**src/include/tune.svh**
```systemverilog
`ifndef TUNE_SVH
`define TUNE_SVH

// 1024K paging through p7ffd bits 7..5
`define TUNE_MEM_1024 1'b1
`define TUNE_EFF7_EN  1'b1

`endif
```
**src/logic/zx_cfg_pkg.sv**
```systemverilog
package zx_cfg_pkg;

	localparam int KBD_ROWS = 8;

	typedef logic [7:0] page_t;
	typedef logic [2:0] border_t;

	// one half-row, a pressed key reads 0
	typedef logic [4:0] kbd_row_t;

	// row n answers to address line 8+n
	typedef kbd_row_t [KBD_ROWS-1:0] kbd_matrix_t;

	localparam kbd_matrix_t KBD_RELEASED = '1;

	typedef struct packed {
		border_t    border;
		logic       beep;
		logic [7:0] p7ffd;
		logic [7:0] peff7;
	} port_state_t;

	// p7ffd fields
	localparam int P7FFD_ROM  = 4;
	localparam int P7FFD_LOCK = 5;

	// peff7 bit that maps ram into window 0
	localparam int PEFF7_RAM0 = 3;

endpackage

```
**src/logic/zx_bus_pkg.sv**
```systemverilog
package zx_bus_pkg;

	typedef logic [15:0] zaddr_t;
	typedef logic [7:0]  zdata_t;

	// z80 bus as seen in the fclk domain, strobes active low
	typedef struct packed {
		zaddr_t a;
		zdata_t d;
		logic   iorq_n;
		logic   rd_n;
		logic   wr_n;
		logic   m1_n;
	} zbus_t;

	localparam zaddr_t PORT_EFF7 = 16'hEFF7;

	function automatic logic io_write(zbus_t b);
		return ~b.iorq_n & ~b.wr_n;
	endfunction

	// m1 low with iorq low is an interrupt acknowledge, never a read
	function automatic logic io_read(zbus_t b);
		return ~b.iorq_n & ~b.rd_n & b.m1_n;
	endfunction

	function automatic logic is_port_fe(zaddr_t a);
		return ~a[0];
	endfunction

	function automatic logic is_port_7ffd(zaddr_t a);
		return a[0] & ~a[1] & ~a[15];
	endfunction

	function automatic logic is_port_eff7(zaddr_t a);
		return a == PORT_EFF7;
	endfunction

endpackage

```
**src/logic/zio_top.sv**
```systemverilog
`include "tune.svh"

module zio_top #(
	parameter bit MEM_1024 = `TUNE_MEM_1024,
	parameter bit EFF7_EN  = `TUNE_EFF7_EN
) (
	input  logic                    fclk,
	input  logic                    reset,

	input  zx_bus_pkg::zbus_t       bus,
	input  logic                    tape_in,
	input  logic                    dos,

	// keyboard from the serial link
	input  zx_cfg_pkg::kbd_matrix_t kbd_data,
	input  logic                    kbd_stb,

	output zx_bus_pkg::zdata_t      dout,
	output logic                    dout_ena,

	output zx_cfg_pkg::border_t     border,
	output logic                    beep,

	output zx_cfg_pkg::page_t       win0_page,
	output zx_cfg_pkg::page_t       win3_page,
	output logic                    win0_romnram
);

	import zx_cfg_pkg::*;

	port_state_t state;
	kbd_row_t    keys;

	zport_regs #(
		.MEM_1024     (MEM_1024),
		.EFF7_EN      (EFF7_EN)
	) u_regs (
		.fclk         (fclk),
		.reset        (reset),
		.bus          (bus),
		.dos          (dos),
		.state        (state),
		.win0_page    (win0_page),
		.win3_page    (win3_page),
		.win0_romnram (win0_romnram)
	);

	zkbd_matrix u_kbd (
		.fclk         (fclk),
		.reset        (reset),
		.kbd_data     (kbd_data),
		.kbd_stb      (kbd_stb),
		.zah          (bus.a[15:8]),
		.keys         (keys)
	);

	zio_readmux #(
		.EFF7_EN      (EFF7_EN)
	) u_readmux (
		.fclk         (fclk),
		.reset        (reset),
		.bus          (bus),
		.state        (state),
		.keys         (keys),
		.tape_in      (tape_in),
		.dout         (dout),
		.dout_ena     (dout_ena)
	);

	assign border = state.border;
	assign beep   = state.beep;

endmodule

```
**src/logic/zio_readmux.sv**
```systemverilog
module zio_readmux #(
	parameter bit EFF7_EN = 1'b1
) (
	input  logic                    fclk,
	input  logic                    reset,

	input  zx_bus_pkg::zbus_t       bus,
	input  zx_cfg_pkg::port_state_t state,
	input  zx_cfg_pkg::kbd_row_t    keys,
	input  logic                    tape_in,

	output zx_bus_pkg::zdata_t      dout,
	output logic                    dout_ena
);

	import zx_bus_pkg::*;
	import zx_cfg_pkg::*;

	logic   rd_level;

	logic   sel_fe;
	logic   sel_eff7;

	zdata_t fe_data;
	zdata_t rd_data;

	// intack has m1 low and is filtered out here
	assign rd_level = io_read(bus);

	assign sel_fe   = is_port_fe(bus.a);
	assign sel_eff7 = EFF7_EN & is_port_eff7(bus.a);

	// bits 7 and 5 float high on the real machine
	assign fe_data = {1'b1, tape_in, 1'b1, keys};

	always_comb
	begin
		if (sel_fe)
			rd_data = fe_data;
		else if (sel_eff7)
			rd_data = state.peff7;
		else
			rd_data = 8'hFF;
	end

	always_ff @(posedge fclk)
	begin
		if (reset)
		begin
			dout     <= '0;
			dout_ena <= 1'b0;
		end
		else
		begin
			dout_ena <= rd_level;

			// hold the last value between reads
			if (rd_level)
				dout <= rd_data;
		end
	end

endmodule

```
**src/logic/zkbd_matrix.sv**
```systemverilog
module zkbd_matrix (
	input  logic                    fclk,
	input  logic                    reset,

	input  zx_cfg_pkg::kbd_matrix_t kbd_data,
	input  logic                    kbd_stb,

	// upper half of the port address
	input  logic [7:0]              zah,

	output zx_cfg_pkg::kbd_row_t    keys
);

	import zx_cfg_pkg::*;

	kbd_matrix_t matrix;
	logic [KBD_ROWS-1:0] row_sel;

	// whole matrix arrives at once from the serial link
	always_ff @(posedge fclk)
	begin
		if (reset)
			matrix <= KBD_RELEASED;
		else if (kbd_stb)
			matrix <= kbd_data;
	end

	// a low address line selects its half-row
	assign row_sel = ~zah;

	always_comb
	begin
		keys = '1;

		for (int n = 0; n < KBD_ROWS; n++)
		begin
			if (row_sel[n])
				keys = keys & matrix[n];
		end
	end

endmodule

```
**src/logic/zport_regs.sv**
```systemverilog
module zport_regs #(
	parameter bit MEM_1024 = 1'b1,
	parameter bit EFF7_EN  = 1'b1
) (
	input  logic                    fclk,
	input  logic                    reset,

	input  zx_bus_pkg::zbus_t       bus,
	input  logic                    dos,

	output zx_cfg_pkg::port_state_t state,
	output zx_cfg_pkg::page_t       win0_page,
	output zx_cfg_pkg::page_t       win3_page,
	output logic                    win0_romnram
);

	import zx_bus_pkg::*;
	import zx_cfg_pkg::*;

	logic wr_level;
	logic wr_prev;
	logic wr_first;

	logic hit_fe;
	logic hit_7ffd;
	logic hit_eff7;

	logic lock_7ffd;

	logic ld_fe;
	logic ld_7ffd;
	logic ld_eff7;

	// only the first sampled cycle of a write counts
	assign wr_level = io_write(bus);
	assign wr_first = wr_level & ~wr_prev;

	always_ff @(posedge fclk)
	begin
		if (reset)
			wr_prev <= 1'b0;
		else
			wr_prev <= wr_level;
	end

	assign hit_fe   = is_port_fe(bus.a);
	assign hit_7ffd = is_port_7ffd(bus.a);
	assign hit_eff7 = is_port_eff7(bus.a);

	// 128K mode: bit 5 freezes #7FFD until reset
	assign lock_7ffd = ~MEM_1024 & state.p7ffd[P7FFD_LOCK];

	always_comb
	begin
		ld_fe   = 1'b0;
		ld_7ffd = 1'b0;
		ld_eff7 = 1'b0;

		if (wr_first)
		begin
			if (hit_fe)
				ld_fe = 1'b1;
			else if (hit_7ffd)
				ld_7ffd = ~lock_7ffd;
			else if (hit_eff7)
				ld_eff7 = EFF7_EN;
		end
	end

	always_ff @(posedge fclk)
	begin
		if (reset)
		begin
			state <= '0;
		end
		else
		begin
			if (ld_fe)
			begin
				state.border <= border_t'(bus.d[2:0]);
				state.beep   <= bus.d[4];
			end

			if (ld_7ffd)
				state.p7ffd <= bus.d;

			if (ld_eff7)
				state.peff7 <= bus.d;
		end
	end

	// page numbers for the memory windows
	always_comb
	begin
		if (MEM_1024)
			win3_page = {2'b00, state.p7ffd[7:5], state.p7ffd[2:0]};
		else
			win3_page = {5'b00000, state.p7ffd[2:0]};

		if (state.peff7[PEFF7_RAM0])
			win0_page = '0;
		else
			win0_page = {6'b000000, ~dos, state.p7ffd[P7FFD_ROM]};
	end

	// ram in window 0 replaces the rom
	assign win0_romnram = ~state.peff7[PEFF7_RAM0];

endmodule

```
**config.mk**
```make
export PLATFORM = sky130hd
export DESIGN_NAME = zio_top
export DESIGN_NICKNAME = d
export VERILOG_FILES = /design/src/logic/zx_cfg_pkg.sv /design/src/logic/zx_bus_pkg.sv /design/src/logic/zio_top.sv /design/src/logic/zio_readmux.sv /design/src/logic/zkbd_matrix.sv /design/src/logic/zport_regs.sv
export VERILOG_INCLUDE_DIRS = /design/src /design/src/include
export SDC_FILE = /design/constraint.sdc
export NUM_CORES = 1
export LEC_CHECK = 0
export BUFFER_PORTS_ARGS = -buffer_cell sky130_fd_sc_hd__buf_2
export CORE_MARGIN = 2
export CORE_UTILIZATION = 24
export CTS_BUF_LIST = sky130_fd_sc_hd__clkbuf_8
export DETAILED_ROUTE_END_ITERATION = 7
export PLACE_DENSITY = 0.53
export SETUP_SLACK_MARGIN = 0.15
export SLEW_MARGIN = 20
export SYNTH_ARGS = -nofsm -noshare
export SYNTH_HDL_FRONTEND = slang
export SYNTH_SLANG_ARGS = --single-unit
```
**constraint.sdc**
```tcl
create_clock -name fclk -period 2.3 [get_ports fclk]
set_clock_uncertainty 0.2 [all_clocks]
set_input_delay 0.115 -clock fclk [delete_from_list [all_inputs] [get_ports fclk]]
set_output_delay 0.115 -clock fclk [all_outputs]
set_load 0.01 [all_outputs]
```
==> flow_summary.yaml, run 1 <==
outcome:
  outcome: "finished, final reports clean"
place:
  dp_hpwl_mm: 6.08
  place_congestion: 0.814
  portBuffers: 94
  place_area_um2: 3550
  pre_cts_slack_ns: 0.229
worst_setup_path:
  crit_path_start: "bus[1]"
  arrival_ns: 1.86
  cp.required_ns: 2.36
  worst-r2r-cell-count: 4
  crit_type: "primary input to flop"
  startpoint_type: "primary input"
  crit_path_end_kind: "flop"
  crit_path_max_fanout: 8
  r2r-start: "u_regs.wr_prev"
routing:
  wl_per_cell_um: 13.7
  drc: 0
  drt_iter0_markers: 132
  first_pass_iters: 5
  dr_total_vias: 2681
  routed_wl_mm: 8.38
  vias_per_cell: 4.39
  antenna_left: 0
sta:
  finalSetupViolations: 0
  fmax_mhz: 556
  relSlewSlack_pct: 64.8
  drv_slew: 0
  worst_pin_slew_ns: 0.526
  fin_ws_ns: 0.501
  tns_ns: 0
  finalHoldViolCount: 0
  timing.final.crit_share_pct: 78.2
  period_needed_ns: 1.80
  rsz0062_at_grt: "no"
floorplanning:
  coreArea_um2: 12100
  start_util_pct: 24.6
  ios: 103
  die_h_um: 115
  die_x_um: 115
  rows: 40
  dieArea_um2: 13300
synthesis:
  synth_area_um2: 2970
  synth_top_cell_area_share_pct: 46.5
  yosysSeqAreaShare_pct: 46.5
  synth-seq-cells: 69
  yosysWarnings: 0
  syn_inst: 304
  netlist_top_cells_area: "dfxtp_1 47%, a211o_1 12%, nor2b_1 8.8%"
  synth-async-reset-ratio_pct: 0
  yosys.cell_types.count: 28
  synth_ff_type: "dfxtp_1"
  post_synth.cell_area_avg_um2: 9.77
  synth_edf_count: 0
  synth_most_common_cell: "dfxtp_1"
  yosysTopAreaCell: "dfxtp_1"
  synth_common_cells: "69 x dfxtp_1, 42 x nor2b_1, 40 x a211o_1"
clock_tree:
  cts_max_level: 3
  clk_pin_slew_ns: 0.07
  clock_sinks: 69
  root_buffer: "clkbuf_8"
  clockBufferDepth: 2
  clkLatencyLatePin_ns: 0.34
  cts_tree: "done"
  cts_buffers: 9
final_layout:
  fillCellCount: 1252
  syn_to_final_growth_pct: 42.7
  finalNetCount: 511
  final_core_util_pct: 35.1
  drive_above_1_share_pct: 26.5
  final_area_um2: 4240
worst_hold_path:
  min_path_cells: 3
  holdCritPathClass: "primary input to flop"
  holdCritStartpoint: "bus[24]"
power_and_ir_drop:
  ir_worst_vdd_mv: 0.209
  powerDensity_nw_per_um2: 595
  total_power_mw: 2.52
  leakage_nw: 1.81
global_route:
  grt_pass1_vias: 2678
  gr-total-overflow: 0
  grt_first_pass_wirelength_mm: 13.0
  grt_usage_pct: 12.8
  grt_max_degree: 81
  antenna_found_initial: 1
run:
  maxCapViolations: 0
-- worst max-delay path, stage by stage --
cell,delay (ns)
dlygate4sd3_1,0.53
buf_2,0.14
nor3_1,0.25
nand2_1,0.14
nor3_4,0.43
mux2i_1,0.25
-- per-layer routing --
metal	track usage, %	up-vias	wire [µm]
li1	-	1338	-
met1	15.9	1258	3750
met2	20.5	74	3990
met3	3.32	11	476
met4	6.27	0	160
met5	0	-	0
-- cell type report --
| cell class | instances | area [µm²] | share of cell area (%) |
|---|---|---|---|
| repair buffers | 153 | 1070 | 25.2 |
| inverters | 1 | 3.75 | 0.0886 |
| diodes | 1 | 2.50 | 0.0590 |
| well taps | 168 | 210 | 4.96 |
| multi-input cells | 204 | 1410 | 33.2 |
| clock buffers | 10 | 138 | 3.25 |
| flip-flops and latches | 69 | 1380 | 32.6 |
| clock inverters | 5 | 28.8 | 0.679 |
-- cell usage in the layout, fill, tap and decap left out --
master / instances
o221ai_1: 1
nand4_1: 2
o22a_1: 5
nor3_4: 1
a311oi_1: 5
dlygate4sd3_1: 52
o21ai_0: 5
buf_12: 2
clkbuf_8: 10
conb_1: 8
nand2b_1: 17
inv_1: 2
nor2_1: 27
mux2i_1: 19
a211o_1: 40
buf_2: 94
nand4b_1: 2
o211ai_1: 5
clkinv_2: 2
nand2_1: 1
nor3b_2: 1
or4_1: 1
o22ai_1: 10
clkinvlp_4: 2
nor3_1: 2
a21oi_1: 1
nor4_1: 6
a211oi_1: 2
nor2b_1: 42
buf_4: 5
diode_2: 1
dfxtp_1: 69
nand3_1: 1
-- final timing paths --
kind | endpoint | slack [ns]
worst max register to register | u_regs.state[1] | 0.67
worst max-delay path | u_regs.state[1] | 0.50
worst min register to register | u_regs.state[7] | 0.28
worst min-delay path | u_readmux.dout[2] | 0.02
-- stage by stage --
step | hold slack (ns) | std cells
floorplan | -0.00821 | 311
global placement | 0.112 | 543
detailed placement | 0.121 | 543
CTS | 0.0140 | 610
global route | 0.0469 | 611
finish | 0.0197 | 611
-- cell families after synthesis --
| logic type | synth area share [%] |
|---|---|
| compound gates | 19.9 |
| buf+inv | 7.21 |
| flops | 46.5 |
| mux | 6.41 |
| other cells | 0.126 |
| simple gates | 19.8 |
-- power breakdown --
part           switching, mW  internal [mW]
combinational          0.174          0.215
sequential            0.0298           1.26
clock                  0.442          0.406
-- flip-flops by register name (all words and copies together) (netlist names) --
signal / cells
u_kbd.matrix: 40
u_readmux.dout_ena: 1
u_regs.wr_prev: 1
u_readmux.dout: 8
u_regs.state: 19
-- repair_timing --
action	CTS	global route
gates resized for setup	0	0
endpoints found under the hold margin	61	0
setup buffers	0	0
hold buffers	52	0
(Power assumes the default switching activity.)
==> inputs of run 2 (changes only) <==
==> constraint.sdc (replaced) <==
create_clock -name fclk -period 1.8 [get_ports fclk]
set_clock_uncertainty 0.2 [all_clocks]
set_input_delay 0.09 -clock fclk [delete_from_list [all_inputs] [get_ports fclk]]
set_output_delay 0.09 -clock fclk [all_outputs]
set_load 0.01 [all_outputs]
==> run 2 against run 1 <==
Critical path depth increased by 1; combinational power increased by 34%; critical path type unchanged; worst setup slack worse by 0.23 ns; sequential power increased by 28%.
==> flow_summary.yaml, run 2 (synthesized netlist as in run 1, its figures left out) <==
outcome:
  outcome: "finished, final reports clean"
sta:
  fin_ws_ns: 0.271
  timing.final.crit_share_pct: 84.9
  period_needed_ns: 1.53
  rsz0062_at_grt: "no"
  finalHoldViolCount: 0
  finalSetupViolations: 0
  fmax_mhz: 654
  drv_slew: 0
final_layout:
  syn_to_final_growth_pct: 47.6
  regMostFlops: "u_kbd.matrix"
  finalNetCount: 524
  layout_commonest_cell: "buf_2"
  fillCellCount: 1253
  largest_reg_flops: 40
  final_core_util_pct: 36.3
  diodes: 0
  drive_above_1_share_pct: 28.0
  layout_common_cells: "94 x buf_2, 69 x dfxtp_1, 54 x dlygate4sd3_1"
  finalNonFillerCells: 622
  top_regs: "u_kbd.matrix: 40 flops, u_regs.state: 19 flops, u_readmux.dout: 8 flops"
  final_area_um2: 4380
worst_hold_path:
  holdCritPathClass: "primary input to flop"
routing:
  drt_iter0_markers: 116
  wl_per_cell_um: 14.3
  vias_per_cell: 4.37
  first_pass_iters: 4
  antenna_left: 0
  routed_wl_mm: 8.89
  drc: 0
  dr_total_vias: 2720
floorplanning:
  die_x_um: 115
  rows: 40
  die_h_um: 115
  dieArea_um2: 13300
  coreArea_um2: 12100
  ios: 103
  start_util_pct: 24.6
global_route:
  grt_pass1_vias: 2713
  grt_usage_pct: 13.6
  antenna_found_initial: 0
  grt_first_pass_wirelength_mm: 13.6
  grt_max_degree: 47
  gr-total-overflow: 0
power_and_ir_drop:
  leakage_nw: 1.89
  p_seq_share_pct: 48.8
  ir_worst_vdd_mv: 0.256
  p_int_mw: 2.55
  p_sw_share_pct: 24.5
  total_switching_power_uw: 827
  combPwrFrac_pct: 15.5
  powerDensity_nw_per_um2: 771
  clock_power_share_pct: 35.7
place:
  place_area_um2: 3660
  portBuffers: 94
  dp_hpwl_mm: 6.30
  place_congestion: 0.828
  place_inst: 554
  pre_cts_slack_ns: -0.0474
worst_setup_path:
  crit_path_top_delay_cell: "dlygate4sd3_1"
  arrival_ns: 1.60
  cp.required_ns: 1.87
  startpoint_type: "primary input"
  max_stage_delay_ns: 0.53
  crit_path_max_fanout: 8
  worstPathCellList: "dlygate4sd3_1 > buf_2 > nor3_2 > nand2_1 > nor3_4 > buf_12 > mux2i_1"
  crit_path_end_kind: "flop"
  crit_type: "primary input to flop"
clock_tree:
  root_buffer: "clkbuf_8"
  cts_buffers: 9
  cts_setup_buffers: 0
  clockBufferDepth: 2
  cts_max_level: 3
  clkLatencyLatePin_ns: 0.34
  clock_sinks: 69
  clk_pin_slew_ns: 0.07
  cts_tree: "done"
run:
  maxCapViolations: 0
==> run 2: power by group through the flow <==
stage,Combinational [mW],Clock (mW),Sequential (mW)
after floorplan,0.243,0,1.67
after global placement,0.426,0,1.68
after detailed placement,0.431,0,1.68
after CTS,0.526,1.23,1.65
after global routing,0.572,1.29,1.65
final,0.523,1.21,1.65
==> run 2: final timing paths <==
| kind | startpoint | end | slack (ns) | depth (start not counted) |
|---|---|---|---|---|
| setup / recovery | bus[1] | u_regs.state[6] | 0.27 | 7 |
| hold / removal | kbd_stb | u_kbd.matrix[17] | 0.03 | 3 |
| hold reg to reg | u_readmux.dout[6] | u_readmux.dout[6] | 0.28 | 2 |
| setup reg to reg | u_kbd.matrix[3] | u_readmux.dout[3] | 0.31 | 4 |
==> run 2: per-layer routing <==
| layer | vias up | part of all wire, % | GRT usage [%] | wire (µm) |
|---|---|---|---|---|
| li1 | 1372 | - | - | - |
| met1 | 1274 | 46 | 17.2 | 4110 |
| met2 | 59 | 48 | 21.9 | 4230 |
| met3 | 15 | 3.9 | 3.80 | 347 |
| met4 | 0 | 2.4 | 5.62 | 212 |
| met5 | - | 0 | 0 | 0 |
==> run 2: layout make-up <==
class                           instances  area [µm²]  share of cell area (%)
Multi-Input combinational cell        204        1410                    32.2
Clock inverter                          4        42.5                   0.971
Sequential cell                        69        1380                    31.5
Inverter                                1        3.75                  0.0857
Tap cell                              168         210                    4.80
Timing Repair Buffer                  166        1200                    27.3
Clock buffer                           10         138                    3.14
==> run 2: critical path, delay by kind of cell <==
kind                   cells  cell delay [ns]
buffers and inverters      3             0.83
and+or+nand+nor            3             0.50
muxes                      1             0.18
==> run 2: repair_timing <==
item / CTS / global route
resized for setup: 0 / 1
hold endpoints to repair: 61 / 0
hold buffers: 54 / 0
endpoints found under the setup margin: 0 / 5
==> run 2: per-stage QoR <==
stage / hold WS (ns) / power, mW / setup TNS [ns]
2_1_floorplan: -0.0332 / 1.91 / 0
3_3_place_gp: 0.0893 / 2.10 / -0.0142
3_5_place_dp: 0.0965 / 2.11 / -0.215
4_1_cts: 0.0136 / 3.40 / 0
5_1_grt: 0.0386 / 3.52 / 0
6_report: 0.0290 / 3.38 / 0
==> inputs of run 3 (changes only) <==
--- a/config.mk
+++ b/config.mk
@@ -11,7 +11,7 @@
 export CORE_UTILIZATION = 24
 export CTS_BUF_LIST = sky130_fd_sc_hd__clkbuf_8
 export DETAILED_ROUTE_END_ITERATION = 7
-export PLACE_DENSITY = 0.53
+export PLACE_DENSITY = 0.55
 export SETUP_SLACK_MARGIN = 0.15
 export SLEW_MARGIN = 20
 export SYNTH_ARGS = -nofsm -noshare
==> constraint.sdc (replaced) <==
create_clock -name fclk -period 1.31 [get_ports fclk]
set_clock_uncertainty 0.2 [all_clocks]
set_input_delay 0.0655 -clock fclk [delete_from_list [all_inputs] [get_ports fclk]]
set_output_delay 0.0655 -clock fclk [all_outputs]
set_load 0.01 [all_outputs]
==> run 3 against run 2 <==
The flow now finishes with violations (negative hold slack, negative setup slack); register-to-register slack worse by 0.41 ns; worst setup slack worse by 0.37 ns; die area unchanged; sequential share of layout area is 1.8 points lower; via count grew 1.4%; cell count is 1.6% higher; global-route usage decreased by 0.22 points; combinational power increased by 48%; clock power up 92%; power increased by 59%; cell area is 7.8% higher; largest power group is now the clock network.
==> flow_summary.yaml, run 3 (synthesized netlist as in run 1, its figures left out) <==
worst_setup_path:
  max_stage_delay_ns: 0.34
  crit_path_max_fanout: 7
  startpoint_type: "flop"
  r2r_slack_ns: -0.1
  crit_path_top_delay_cell: "dfxtp_2"
  crit_type: "flop to flop"
  worst-r2r-cell-count: 6
  crit_path_end_kind: "flop"
  r2r-start: "u_regs.wr_prev"
  worstReg2RegEnd: "u_regs.state[15]"
  arrival_ns: 1.45
  crit_path_start: "u_regs.wr_prev"
  cp.required_ns: 1.35
  worstPathCellList: "nor3_4 > buf_4 > buf_6 > nand3_4 > mux2i_1 > nor2_1"
final_layout:
  regMostFlops: "u_kbd.matrix"
  finalNonFillerCells: 632
  diodes: 0
  final_core_util_pct: 39.1
  top_regs: "u_kbd.matrix: 40 flops, u_regs.state: 19 flops, u_readmux.dout: 8 flops"
  finalNetCount: 532
  syn_to_final_growth_pct: 59.0
  largest_reg_flops: 40
  drive_above_1_share_pct: 38.8
  layout_common_cells: "91 x buf_2, 51 x dlygate4sd3_1, 51 x dfxtp_1"
  layout_commonest_cell: "buf_2"
  fillCellCount: 1201
global_route:
  busiest_layer: "met2"
  antenna_found_initial: 0
  grt_first_pass_wirelength_mm: 13.7
  use_met2_pct: 21.9
  gr-total-overflow: 0
  grt_use_met3_pct: 2.64
  grt_max_degree: 45
  grt_usage_pct: 13.4
  grt_pass1_vias: 2830
  grt_util_met1_pct: 16.4
sta:
  fin_ws_ns: -0.0954
  whs_ns: -0.0478
  period_needed_ns: 1.41
  timing.final.crit_share_pct: 107
  finalSetupViolations: 20
  rsz0062_at_grt: "yes"
  fmax_mhz: 712
  finalHoldViolCount: 21
  drv_slew: 0
power_and_ir_drop:
  powerDensity_nw_per_um2: 1140
  leakage_nw: 2.00
  ir_worst_vdd_mv: 0.467
place:
  place_inst: 563
  place_congestion: 0.847
  portBuffers: 94
  dp_hpwl_mm: 6.36
outcome:
  outcome: "finished, violations left"
  violations: "negative hold slack, negative setup slack"
clock_tree:
  clockBufferDepth: 2
  root_buffer: "clkbuf_8"
  cts_max_level: 3
  clk_pin_slew_ns: 0.07
  cts_hold_buf: 51
  clkLatencyLatePin_ns: 0.35
  clock_sinks: 69
  cts_tree: "done"
  cts_buffers: 9
worst_hold_path:
  holdCritStartpoint: "reset"
  min_path_cells: 3
  holdCritPathClass: "primary input to flop"
  holdPathEnd: "u_regs.state[10]"
routing:
  wl_per_cell_um: 13.8
  vias_per_cell: 4.37
  dr_total_vias: 2759
  drc: 0
  antenna_left: 0
  drt_iter0_markers: 113
  routed_wl_mm: 8.73
  first_pass_iters: 4
floorplanning:
  coreArea_um2: 12100
  die_x_um: 115
  dieArea_um2: 13300
  die_h_um: 115
  start_util_pct: 24.6
  ios: 103
  rows: 40
run:
  maxCapViolations: 0
[run 3: changes by cell type in the layout (fill, tap and decap cells not counted), sizes merged]
cell	previous run	this run
clkinv	1	2
buf	112	123
dlygate4sd3	54	51
inv	3	1
bufinv	1	4
[run 3: critical path, delay by kind of cell (launching register included)]
kind	cells	cell delay (ns)
DFF	1	0.34
and+or+nand+nor	3	0.33
buffers and inverters	2	0.23
muxes	1	0.20
[run 3: layer usage]
layer	part of all wire (%)	routed length, µm
met5	0	0
met4	4.1	359
met3	3.9	338
met2	48	4150
met1	44	3870
[run 3: stage by stage]
stage                     total power, mW  hold slack (ns)  TNS (ns)  setup WS [ns]  instance area [µm²]
final                                5.37          -0.0478     -1.13        -0.0954                 4720
after global routing                 5.60          -0.0353     -2.98         -0.181                 4720
after CTS                            5.41          -0.0571     -1.06        -0.0996                 4640
after detailed placement             2.93           0.0774     -8.79         -0.481                 3740
after global placement               2.92           0.0749     -8.29         -0.451                 3740
after floorplan                      2.63          -0.0651     -3.75         -0.374                 3020
[run 3: repair_timing]
action / CTS / global route
endpoints found under the hold margin: 69 / 21
endpoints found under the setup margin: 30 / 31
gates resized for setup: 32 / 18
setup buffers: 1 / 1
pin swaps: 18 / 12
[run 3: worst max-delay path by stage]
stage | cells after the start | end | slack, ns
CTS | 4 | u_readmux.dout[1] | -0.1
global placement | 6 | u_regs.state[2] | -0.45
floorplan | 5 | u_regs.state[0] | -0.37
detailed placement | 6 | u_regs.state[2] | -0.48
finish | 6 | u_regs.state[15] | -0.1
global route | 5 | u_regs.state[2] | -0.18
[run 3: area by class of cell]
cell class / instances / area (µm²) / area share, %
multi-input combinational: 204 / 1540 / 32.7
sequential: 69 / 1400 / 29.7
inverter: 1 / 3.75 / 0.0795
timing repair buffer: 174 / 1290 / 27.3
clock inverter: 6 / 134 / 2.84
tap: 168 / 210 / 4.45
clock buffer: 10 / 138 / 2.91
[run 3: power breakdown]
group          internal, mW  total, mW  leakage (nW)  switching, mW
Clock                  1.51       2.32         0.136          0.809
Combinational         0.438      0.775          1.30          0.337
Sequential             2.21       2.27         0.566         0.0598
